File: config.mk
export PLATFORM = sky130hd
export DESIGN_NAME = bpf_cpu
export DESIGN_NICKNAME = d
export VERILOG_FILES = /design/src/verilog/pf_pkg.sv /design/src/verilog/bpf_cpu.sv
export VERILOG_INCLUDE_DIRS = /design/src /design/src/verilog
export SDC_FILE = /design/constraint.sdc
export NUM_CORES = 1
export LEC_CHECK = 0
export BUFFER_PORTS_ARGS = -buffer_cell sky130_fd_sc_hd__buf_2
export CAP_MARGIN = 5
export CORE_ASPECT_RATIO = 0.9
export CORE_MARGIN = 4
export CORE_UTILIZATION = 60
export DETAILED_ROUTE_END_ITERATION = 7
export MAX_ROUTING_LAYER = met4
export PLACE_DENSITY = 0.9
export SETUP_SLACK_MARGIN = 0.3
export SLEW_MARGIN = 20
export SYNTH_ARGS = -nofsm -noshare
export SYNTH_HDL_FRONTEND = slang
export SYNTH_SLANG_ARGS = --single-unit
File: constraint.sdc
create_clock -name clk -period 9.45 [get_ports clk]
set_input_delay 1.4175 -clock clk [delete_from_list [all_inputs] [get_ports clk]]
set_output_delay 1.4175 -clock clk [all_outputs]
set_load 0.005 [all_outputs]
File: src/verilog/pf_macros.svh
`ifndef PF_MACROS_SVH
`define PF_MACROS_SVH

// Packet buffer geometry
`define PF_PKT_BYTES 2048
`define PF_DATA_W    64
`define PF_WORD_AW   8     // 2048 bytes / 8 bytes per word
`define PF_BYTE_AW   11
`define PF_INC_W     4     // Byte increment 0..8 per beat

// Filter program storage
`define PF_CODE_DEPTH 512
`define PF_CODE_AW    9

`define PF_PLEN_W 32

`endif

File: src/verilog/pf_pkg.sv
`include "pf_macros.svh"

package pf_pkg;

   // Same numbering as the BPF size field
   typedef enum logic [1:0] {
      SZ_WORD = 2'd0,
      SZ_HALF = 2'd1,
      SZ_BYTE = 2'd2
   } xfer_sz_e;

   typedef enum logic [2:0] {
      CLS_LD   = 3'd0,
      CLS_LDX  = 3'd1,
      CLS_ALU  = 3'd4,
      CLS_JMP  = 3'd5,
      CLS_RET  = 3'd6,
      CLS_MISC = 3'd7
   } bpf_class_e;

   typedef enum logic [2:0] {
      MODE_IMM = 3'd0,
      MODE_ABS = 3'd1,
      MODE_IND = 3'd2,      // k + X
      MODE_LEN = 3'd4
   } bpf_mode_e;

   // ALU operations in the low half, jump conditions in the high half
   typedef enum logic [3:0] {
      OP_ADD  = 4'd0,
      OP_SUB  = 4'd1,
      OP_OR   = 4'd4,
      OP_AND  = 4'd5,
      OP_LSH  = 4'd6,
      OP_RSH  = 4'd7,
      OP_JA   = 4'd8,
      OP_JEQ  = 4'd9,
      OP_JGT  = 4'd10,
      OP_JGE  = 4'd11,
      OP_JSET = 4'd12
   } bpf_op_e;

   // Packet bytes are big-endian in a word: byte 0 sits in bits 63:56
   typedef struct packed {
      logic [`PF_WORD_AW-1:0] addr;
      logic [`PF_DATA_W-1:0]  data;
      logic [`PF_INC_W-1:0]   byte_inc;
   } snoop_beat_t;

   typedef struct packed {
      logic [`PF_CODE_AW-1:0] addr;
      logic [63:0]            instr;
   } code_wr_t;

   typedef struct packed {
      logic [`PF_BYTE_AW-1:0] addr;
      xfer_sz_e               size;
   } mem_rd_req_t;

   // src selects X over k; for MISC it picks txa, for RET it picks A
   typedef struct packed {
      bpf_op_e    op;
      logic       src;
      bpf_mode_e  mode;
      xfer_sz_e   size;
      logic [2:0] rsvd;
      bpf_class_e cls;
      logic [15:0] pad;     // Overlays jt and jf
      logic [31:0] k;
   } bpf_alu_view_t;

   typedef struct packed {
      logic [15:0] opcode;
      logic [7:0]  jt;
      logic [7:0]  jf;
      logic [31:0] k;
   } bpf_jmp_view_t;

   typedef union packed {
      bpf_alu_view_t as_alu;
      bpf_jmp_view_t as_jmp;
   } bpf_instr_u;

endpackage

File: src/verilog/bpf_cpu.sv
`timescale 1ns/10ps
`include "pf_macros.svh"

module bpf_cpu
   import pf_pkg::*;
(
   input  logic                   clk,
   input  logic                   rst_n,
   input  logic                   rdy_for_cpu,
   input  logic [31:0]            resized_mem_data,
   input  logic                   resized_mem_data_vld,
   input  logic [`PF_PLEN_W-1:0]  cpu_byte_len,
   input  logic [63:0]            inst_rd_data,
   output logic                   rdy_for_cpu_ack,
   output mem_rd_req_t            cpu_rd,
   output logic                   cpu_rd_en,
   output logic                   cpu_acc,
   output logic                   cpu_rej,
   output logic [`PF_CODE_AW-1:0] inst_rd_addr,
   output logic                   inst_rd_en
);

   typedef enum logic [1:0] {
      C_IDLE,
      C_FETCH,
      C_EXEC,
      C_LOAD
   } cpu_state_e;

   cpu_state_e state;
   logic [`PF_CODE_AW-1:0] pc;
   logic [31:0] a;
   logic [31:0] x;
   bpf_instr_u ir;
   logic [31:0] operand;
   logic [31:0] alu_res;
   logic taken;
   logic [31:0] jmp_off;
   logic [32:0] pc_next;
   logic pc_oob;
   logic [32:0] ld_addr;
   logic [2:0] nbytes;
   logic [33:0] ld_end;
   logic ld_oob;
   logic [31:0] ret_val;
   logic is_ret;
   logic is_load;
   logic cls_ok;
   logic exec_acc;
   logic exec_rej;

   assign ir = inst_rd_data;   // Held stable until the next fetch

   assign inst_rd_en   = (state == C_FETCH);
   assign inst_rd_addr = pc;

   assign operand = ir.as_alu.src ? x : ir.as_alu.k;

   always_comb begin
      case (ir.as_alu.op)
         OP_ADD:  alu_res = a + operand;
         OP_SUB:  alu_res = a - operand;
         OP_OR:   alu_res = a | operand;
         OP_AND:  alu_res = a & operand;
         OP_LSH:  alu_res = a << operand;
         OP_RSH:  alu_res = a >> operand;
         default: alu_res = a;
      endcase
   end

   // Conditional jumps compare against k only
   always_comb begin
      case (ir.as_alu.op)
         OP_JEQ:  taken = (a == ir.as_jmp.k);
         OP_JGT:  taken = (a > ir.as_jmp.k);
         OP_JGE:  taken = (a >= ir.as_jmp.k);
         OP_JSET: taken = |(a & ir.as_jmp.k);
         default: taken = 1'b0;
      endcase
      jmp_off = '0;
      if (ir.as_alu.cls == CLS_JMP) begin
         if (ir.as_alu.op == OP_JA) jmp_off = ir.as_jmp.k;
         else jmp_off = taken ? {24'd0, ir.as_jmp.jt} : {24'd0, ir.as_jmp.jf};
      end
   end

   // Wide sum so that running off the end of code is visible
   assign pc_next = 33'(pc) + 33'd1 + 33'(jmp_off);
   assign pc_oob  = (pc_next >= 33'(`PF_CODE_DEPTH));

   assign ld_addr = {1'b0, ir.as_alu.k} + ((ir.as_alu.mode == MODE_IND) ? {1'b0, x} : 33'd0);

   always_comb begin
      case (ir.as_alu.size)
         SZ_BYTE: nbytes = 3'd1;
         SZ_HALF: nbytes = 3'd2;
         default: nbytes = 3'd4;
      endcase
   end

   assign ld_end = {1'b0, ld_addr} + 34'(nbytes);
   assign ld_oob = (ld_end > 34'(cpu_byte_len));

   assign is_ret  = (ir.as_alu.cls == CLS_RET);
   assign is_load = (ir.as_alu.cls == CLS_LD) &&
                    (ir.as_alu.mode inside {MODE_ABS, MODE_IND});
   assign cls_ok  = ir.as_alu.cls inside {CLS_LD, CLS_LDX, CLS_ALU, CLS_JMP, CLS_RET, CLS_MISC};
   assign ret_val = ir.as_alu.src ? a : ir.as_alu.k;

   assign exec_acc = is_ret && (ret_val != '0);
   assign exec_rej = is_ret ? (ret_val == '0) : (!cls_ok || (is_load ? ld_oob : pc_oob));

   always_ff @(posedge clk or negedge rst_n) begin
      if (!rst_n) begin
         state           <= C_IDLE;
         pc              <= '0;
         rdy_for_cpu_ack <= 1'b0;
         cpu_rd_en       <= 1'b0;
         cpu_acc         <= 1'b0;
         cpu_rej         <= 1'b0;
      end else begin
         rdy_for_cpu_ack <= 1'b0;
         cpu_rd_en       <= 1'b0;
         cpu_acc         <= 1'b0;
         cpu_rej         <= 1'b0;
         case (state)
            C_IDLE: begin
               if (rdy_for_cpu) begin
                  rdy_for_cpu_ack <= 1'b1;
                  pc              <= '0;
                  state           <= C_FETCH;
               end
            end
            C_FETCH: state <= C_EXEC;
            C_EXEC: begin
               if (exec_acc || exec_rej) begin
                  cpu_acc <= exec_acc;
                  cpu_rej <= exec_rej;
                  state   <= C_IDLE;
               end else if (is_load) begin
                  cpu_rd_en <= 1'b1;
                  state     <= C_LOAD;
               end else begin
                  pc    <= pc_next[`PF_CODE_AW-1:0];
                  state <= C_FETCH;
               end
            end
            C_LOAD: begin
               if (resized_mem_data_vld) begin
                  if (pc_oob) begin
                     cpu_rej <= 1'b1;
                     state   <= C_IDLE;
                  end else begin
                     pc    <= pc_next[`PF_CODE_AW-1:0];
                     state <= C_FETCH;
                  end
               end
            end
            default: state <= C_IDLE;
         endcase
      end
   end

   // Register file and read request
   always_ff @(posedge clk) begin
      if (state == C_IDLE) begin
         a <= '0;
         x <= '0;
      end else if (state == C_LOAD && resized_mem_data_vld) begin
         a <= resized_mem_data;
      end else if (state == C_EXEC) begin
         cpu_rd <= '{addr: ld_addr[`PF_BYTE_AW-1:0], size: ir.as_alu.size};
         case (ir.as_alu.cls)
            CLS_LD:   a <= (ir.as_alu.mode == MODE_LEN) ? cpu_byte_len : ir.as_alu.k;
            CLS_LDX:  x <= ir.as_alu.k;
            CLS_ALU:  a <= alu_res;
            CLS_MISC: begin
               if (ir.as_alu.src) a <= x;   // txa
               else x <= a;                 // tax
            end
            default: ;
         endcase
      end
   end

endmodule

After elaboration in Yosys (flattened, before gate mapping)
Cells that the tools add are included.
{ "op_classes": {"magnitude_cmp": 4, "add_sub_neg": 6, "eq_ne": 30, "bitwise_logic": 5, "n_mux": 40, "n_shift": 2, "n_reduce_logical": 23} }
{ "ops": {"columns": ["op", "count"], "rows": [
  ["$mux 32", 9],
  ["$pmux 32 s6", 1],
  ["$pmux 32 s3", 1],
  ["$and 32x32->32", 2],
  ["$pmux 32 s2", 1],
  ["$mux 9", 5],
  ["$add 33x3->34", 1],
  ["$gt 34x32->1", 1],
  ["$add 10x32->33", 1],
  ["$add 32x32->33", 1],
  ["$ge 33x10->1 const B", 1],
  ["$add 32x32->32", 1],
  ["$eq 32x32->1", 1],
  ["$ge 32x32->1", 1],
  ["$gt 32x32->1", 1],
  ["$logic_not 32->1", 1],
  ["$or 32x32->32", 1],
  ["$reduce_bool 32->1", 1],
  ["$reduce_or 32->1", 1],
  ["$shl 32x32->32", 1],
  ["$shr 32x32->32", 1],
  ["$sub 32x32->32", 1],
  ["$pmux 9 s3", 1],
  ["$eq 4x4->1 const B", 5],
  ["other kinds (31)", 69]
]} }
{ "word_totals": {"register_bits": 92, "out_inout_bits": 27, "input_bits": 132, "word_cells": 120} }

Depth between registers and ports, before layout
{ "logic_depth": {"ltp_word": 14, "ltp_mapped": 31} }

Worst setup path before layout
Ideal clock, no wire load.
{ "synth_timing": {"kind": "in2reg", "from": "input port inst_rd_data[57]", "to": "register cpu_rej", "path_buffers": 1, "arrival_time_ns": 7.210, "setup_time_ns": 0.122, "path_stages": 28, "required_time_ns": 9.328, "slack_ns": 2.118, "cell_sequence": "nor3b_1 > clkbuf_1 > and2_1 > ha_1 > fa_1 > a21o_1 > a221oi_1 > a21oi_1 > a31oi_1 > xnor2_1 > nand3_1 > or4_1 > or4_1 > nor2_1 > xnor2_1 > ha_1 > a21o_1 > a21o_1 > a21oi_1 > o21ai_0 > a21oi_1 > nor2_1 > a211o_1 > a21boi_0 > nor3b_1 > mux2_2 > o21ai_1 > a32o_1"} }
{ "synth_between": {"elab_chain_cells": 11, "word_cells_on_any_way": 14, "classes_between": "add/sub: 2; order compare: 1; eq/ne: 2; mux: 5; reduce/logical: 4"} }
{ "synth_rtl": {"columns": ["item", "line", "rtl"], "rows": [
  ["start: declaration", "bpf_cpu.sv:13", "input logic [63:0] inst_rd_data,"],
  ["$eq 3x2->1", "bpf_cpu.sv:91, bpf_cpu.sv:106", null],
  ["$mux 32", "bpf_cpu.sv:91", "assign ld_addr = {1'b0, ir.as_alu.k} + ((ir.as_alu.mode == MODE_IND) ? {1'b0, x} : 33'd0);"],
  ["$add 32x32->33", "bpf_cpu.sv:91", null],
  ["$add 33x3->34", "bpf_cpu.sv:101", "assign ld_end = {1'b0, ld_addr} + 34'(nbytes);"],
  ["$gt 34x32->1", "bpf_cpu.sv:102", "assign ld_oob = (ld_end > 34'(cpu_byte_len));"],
  ["$mux 1 (*)", "bpf_cpu.sv:111", "assign exec_rej = is_ret ? (ret_val == '0) : (!cls_ok || (is_load ? ld_oob : pc_oob));"],
  ["$logic_or 1x1->1 (*)", "bpf_cpu.sv:111", null],
  ["$mux 1 (*)", "bpf_cpu.sv:111", null],
  ["$logic_or 1x1->1", "bpf_cpu.sv:136", "if (exec_acc || exec_rej) begin"],
  ["$mux 1 (*)", "bpf_cpu.sv:136", null],
  ["$pmux 1 s2 (*)", "bpf_cpu.sv:126", "case (state)"],
  ["end signal: assignment", "bpf_cpu.sv:138", "cpu_rej <= exec_rej;"],
  ["end: declaration", "bpf_cpu.sv:18", "output logic cpu_rej,"]
]} }
Mark *: on every way between the ends. The rest lies on a longest branch, timed or not.
A chain may end at the register's enable or synchronous reset.

Final worst setup path
{ "layout_timing": {"from": "input port inst_rd_data[27]", "to": "register pc[4], in the netlist inst_rd_addr[4]"} }
{ "layout_between": {"elab_chain_cells": 14, "word_cells_on_any_way": 30, "classes_between": "add/sub: 3; order compare: 4; eq/ne: 3; mux: 12; bitwise: 1; reduce/logical: 7"} }
{ "layout_rtl": {"columns": ["item", "line", "rtl"], "rows": [
  ["branches (longest 14 deep; another with $add 10x32->33)", null, null],
  ["end signal: assignment", "bpf_cpu.sv:144", "pc <= pc_next[`PF_CODE_AW-1:0];"],
  ["end signal: assignment", "bpf_cpu.sv:154", "pc <= pc_next[`PF_CODE_AW-1:0];"],
  ["end: declaration", "bpf_cpu.sv:31", "logic [`PF_CODE_AW-1:0] pc;"]
]} }
Parallel ways; which one is timed is not known. The select of a mux whose other input is x is not followed.

==> results.sh <==
export IMPL_status="finished with violations"
export IMPL_violations="design-rule violations"
export IMPL_netlist_top_cells_area="ha_1, dfxtp_1, mux2i_1, a21oi_1, nor2_1"
export IMPL_drtIter0Drc=3841
export IMPL_r2r_start="a[28]$_SDFFE_PN0P_"
export IMPL_drt_pass1_iter_count=8
export IMPL_syn_area_per_cell_um2=6.77
export IMPL_syn_area_mm2=0.0182
export IMPL_die_h_um=173
export IMPL_pwr_share_seq=0.212
export IMPL_synth_area_leader_cell="ha_1"
export IMPL_cts_resized=0
export IMPL_ys_flop_type="dfxtp_1"
export IMPL_hp_class="reg -> reg"
export IMPL_internal_power_w=0.00186
export IMPL_remaining_drc_errors=8
export IMPL_instances_no_fill=3123
export IMPL_synth_edf_count=13
export IMPL_drt_vias_per_instance=7.23
export IMPL_ys_ff_latch=92
export IMPL_grtUsageTotal=0.465
export IMPL_combinationalPowerShare=0.700
export IMPL_p_clk_frac=0.089
export IMPL_yosysSeqAreaShare=0.113
export IMPL_drive_gt1_frac=0.0939
export IMPL_die_x_um=191
export IMPL_critPathLaunch="inst_rd_data[27]"
export IMPL_fillCellCount=2720
export IMPL_whs_path_depth=1
export IMPL_clkSinkCount=92
export IMPL_clock_latency_ns=0.37
export IMPL_port_buffers=155
export IMPL_clk_pin_slew_ns=0.08
export IMPL_synth_most_common_cell="nor2_1"
export IMPL_synth_commonest_cells="nor2_1, a21oi_1, nand2_1, o21ai_0, ha_1"
export IMPL_pre_cts_slack_ns=0.861
export IMPL_antenna_found_initial=2
export IMPL_synth_cells=2682
export IMPL_startpoint_type="input pin"
export IMPL_maxCapViolCount=0
export IMPL_skew_ns=0.0158
export IMPL_core_mm2=0.0299
export IMPL_holdBufCountCts=0
export IMPL_clk_path_buf_depth=2
export IMPL_wirelength_mm=79.4
export IMPL_p_sw_w=0.00246
export IMPL_power_density_mw_per_mm2=222
export IMPL_fmax_ghz=0.116
export IMPL_maxSlewHeadroom=0.249
export IMPL_ir_worst_vdd_v=0.000229
export IMPL_boundaryPins=159
export IMPL_antenna_left=0
export IMPL_ys_types=82
export IMPL_tritoncts="built"
export IMPL_ys_warn_count=0
export IMPL_vias=22589
export IMPL_die_area_mm2=0.0331
export IMPL_area_delta_synth_final_pct=7.16
export IMPL_path_max_fanout=9
export IMPL_crit_arrival_ns=8.93
export IMPL_fin_ws_ns=0.835
export IMPL_reg2regPathDepth=21
export IMPL_rsz0062_at_grt="no"
export IMPL_finalHoldViolations=0
export IMPL_grt_ovfl_total=0
export IMPL_multi_input_area_mm2=0.0150
export IMPL_period_share=0.912
export IMPL_worstHoldStart="state[1]$_DFFE_PN0P_"
export IMPL_setup_viol=0
export IMPL_htreeDepth=3
export IMPL_switching_share=0.570
export IMPL_cts_setup_buffers=0
export IMPL_cts_buffers=9
export IMPL_max_slew_worst_pin_slew_ns=1.12
export IMPL_p_leak_nw=8.58
export IMPL_syn_nets=2999
export IMPL_end_kind="flop"
export IMPL_regArea_mm2=0.00205
export IMPL_grt_max_degree=78
export IMPL_place_congestion=1.09
export IMPL_whs_ns=0.546
export IMPL_drv_slew=0
export IMPL_synth_top_area_frac=0.125
export IMPL_nets=3029
export IMPL_root_buffer="clkbuf_16"
export IMPL_hpwl_mm=60.7
export IMPL_setup_tns_ns=0
export IMPL_grt_pass1_vias=20079
export IMPL_dp_cells=3104
export IMPL_initial_core_util=0.608
export IMPL_grt_first_pass_wirelength_mm=118
export IMPL_min_period_ns=8.62
export IMPL_routedWlPerCell_um=25.4
export IMPL_required_ns=9.76
export IMPL_async_reset_ff_frac=0.163
export IMPL_num_rows=60
export IMPL_worstSetupPathType="in -> reg"
-- placed cells by master, fill, tap and decap left out, types with 19 or more instances in the layout --
master and instances:
nand2b_1 23, nand3_1 43, nor4_1 32, a31oi_1 27, inv_1 118, nor2_1 301
and2_1 41, xnor2_1 74, buf_4 47, o211ai_1 41, nand4_1 41, nor3_1 150
o21ai_0 215, xor2_1 49, nand2_1 235, ha_1 181, o21a_1 26, a211oi_1 49
dfxtp_1 64, mux2i_1 125, a21oi_1 251, a21o_1 62, o221ai_1 28, o22ai_1 53
or3_1 19, buf_2 154
-- final timing paths --
| path | to | slack (ns) |
|---|---|---|
| worst max-delay path | inst_rd_addr[4]$_DFFE_PN0P_ | 0.83 |
| worst min-delay path | state[1]$_DFFE_PN0P_ | 0.55 |
| worst max register to register | inst_rd_addr[4]$_DFFE_PN0P_ | 1.69 |
| worst min register to register | state[1]$_DFFE_PN0P_ | 0.55 |
| max in group asynchronous | inst_rd_addr[2]$_DFFE_PN0P_ | 8.25 |
| min in group asynchronous | cpu_rd_en$_DFF_PN0_ | 0.94 |
-- flip-flops by register name (all words and copies together) (netlist names) --
register and flops:
cpu_rd_en 1, cpu_acc 1, x 32, cpu_rej 1, inst_rd_addr 9, rdy_for_cpu_ack 1, state 2, a 32
cpu_rd 13
-- cells by family after synthesis --
logic type      after synthesis  share of synthesized area
mux                         138                     0.0792
compound gates              865                      0.298
simple gates                964                      0.250
flops                        92                      0.113
fa+ha+maj                   199                      0.137
buf+inv                     301                     0.0638
xor+xnor                    123                     0.0593
-- power groups by stage --
stage	sequential, W	clock (W)	combinational, W
5_1_grt	0.000910	0.000397	0.00323
3_5_place_dp	0.000889	0	0.00285
2_1_floorplan	0.000706	0	0.00213
6_report	0.000913	0.000384	0.00302
4_1_cts	0.000879	0.000379	0.00287
3_3_place_gp	0.000883	0	0.00276
-- through the flow --
stage | total power, W | instance area [um^2] | utilization
5_1_grt | 0.00454 | 19500 | 0.651
3_3_place_gp | 0.00364 | 19200 | 0.641
3_5_place_dp | 0.00374 | 19200 | 0.641
2_1_floorplan | 0.00283 | 18200 | -
4_1_cts | 0.00413 | 19500 | 0.651
6_report | 0.00432 | 19500 | 0.651
-- final cells by class --
class	count	share of cell area
Multi-Input combinational cell	2289	0.773
Sequential cell	92	0.105
Timing Repair Buffer	201	0.0577
Tap cell	403	0.0259
Inverter	119	0.0230
Clock buffer	11	0.0131
Clock inverter	5	0.00225
Antenna cell	3	0.000386
-- worst max-delay path, cell delays in order --
cell and delay [ns]:
buf_2 0.28, inv_1 0.22, ha_1 0.34, nand4_1 0.17, nor4_1 0.82, nand3_1 0.24
mux2i_1 0.17, o21ai_0 0.17, o311a_1 0.56, mux2i_1 0.16, a211oi_1 0.51, ha_1 0.35
nor2b_1 0.14, o21a_1 0.18, o21ai_0 0.47, a311oi_1 0.36, o21ai_0 0.53, mux2i_1 0.23
o21ai_0 0.12, nor3_1 0.30, nand4b_4 0.23, a2111oi_4 0.68, a32o_1 0.26
-- routing by layer --
metal / vias to the layer above / track usage / wire length, um
met5: - / - / 0
met4: 0 / 0.165 / 3970
li1: 9911 / - / -
met3: 371 / 0.154 / 12900
met2: 1975 / 0.642 / 31500
met1: 10332 / 0.631 / 31000
Note: power is estimated with default switching activity, not from simulation.
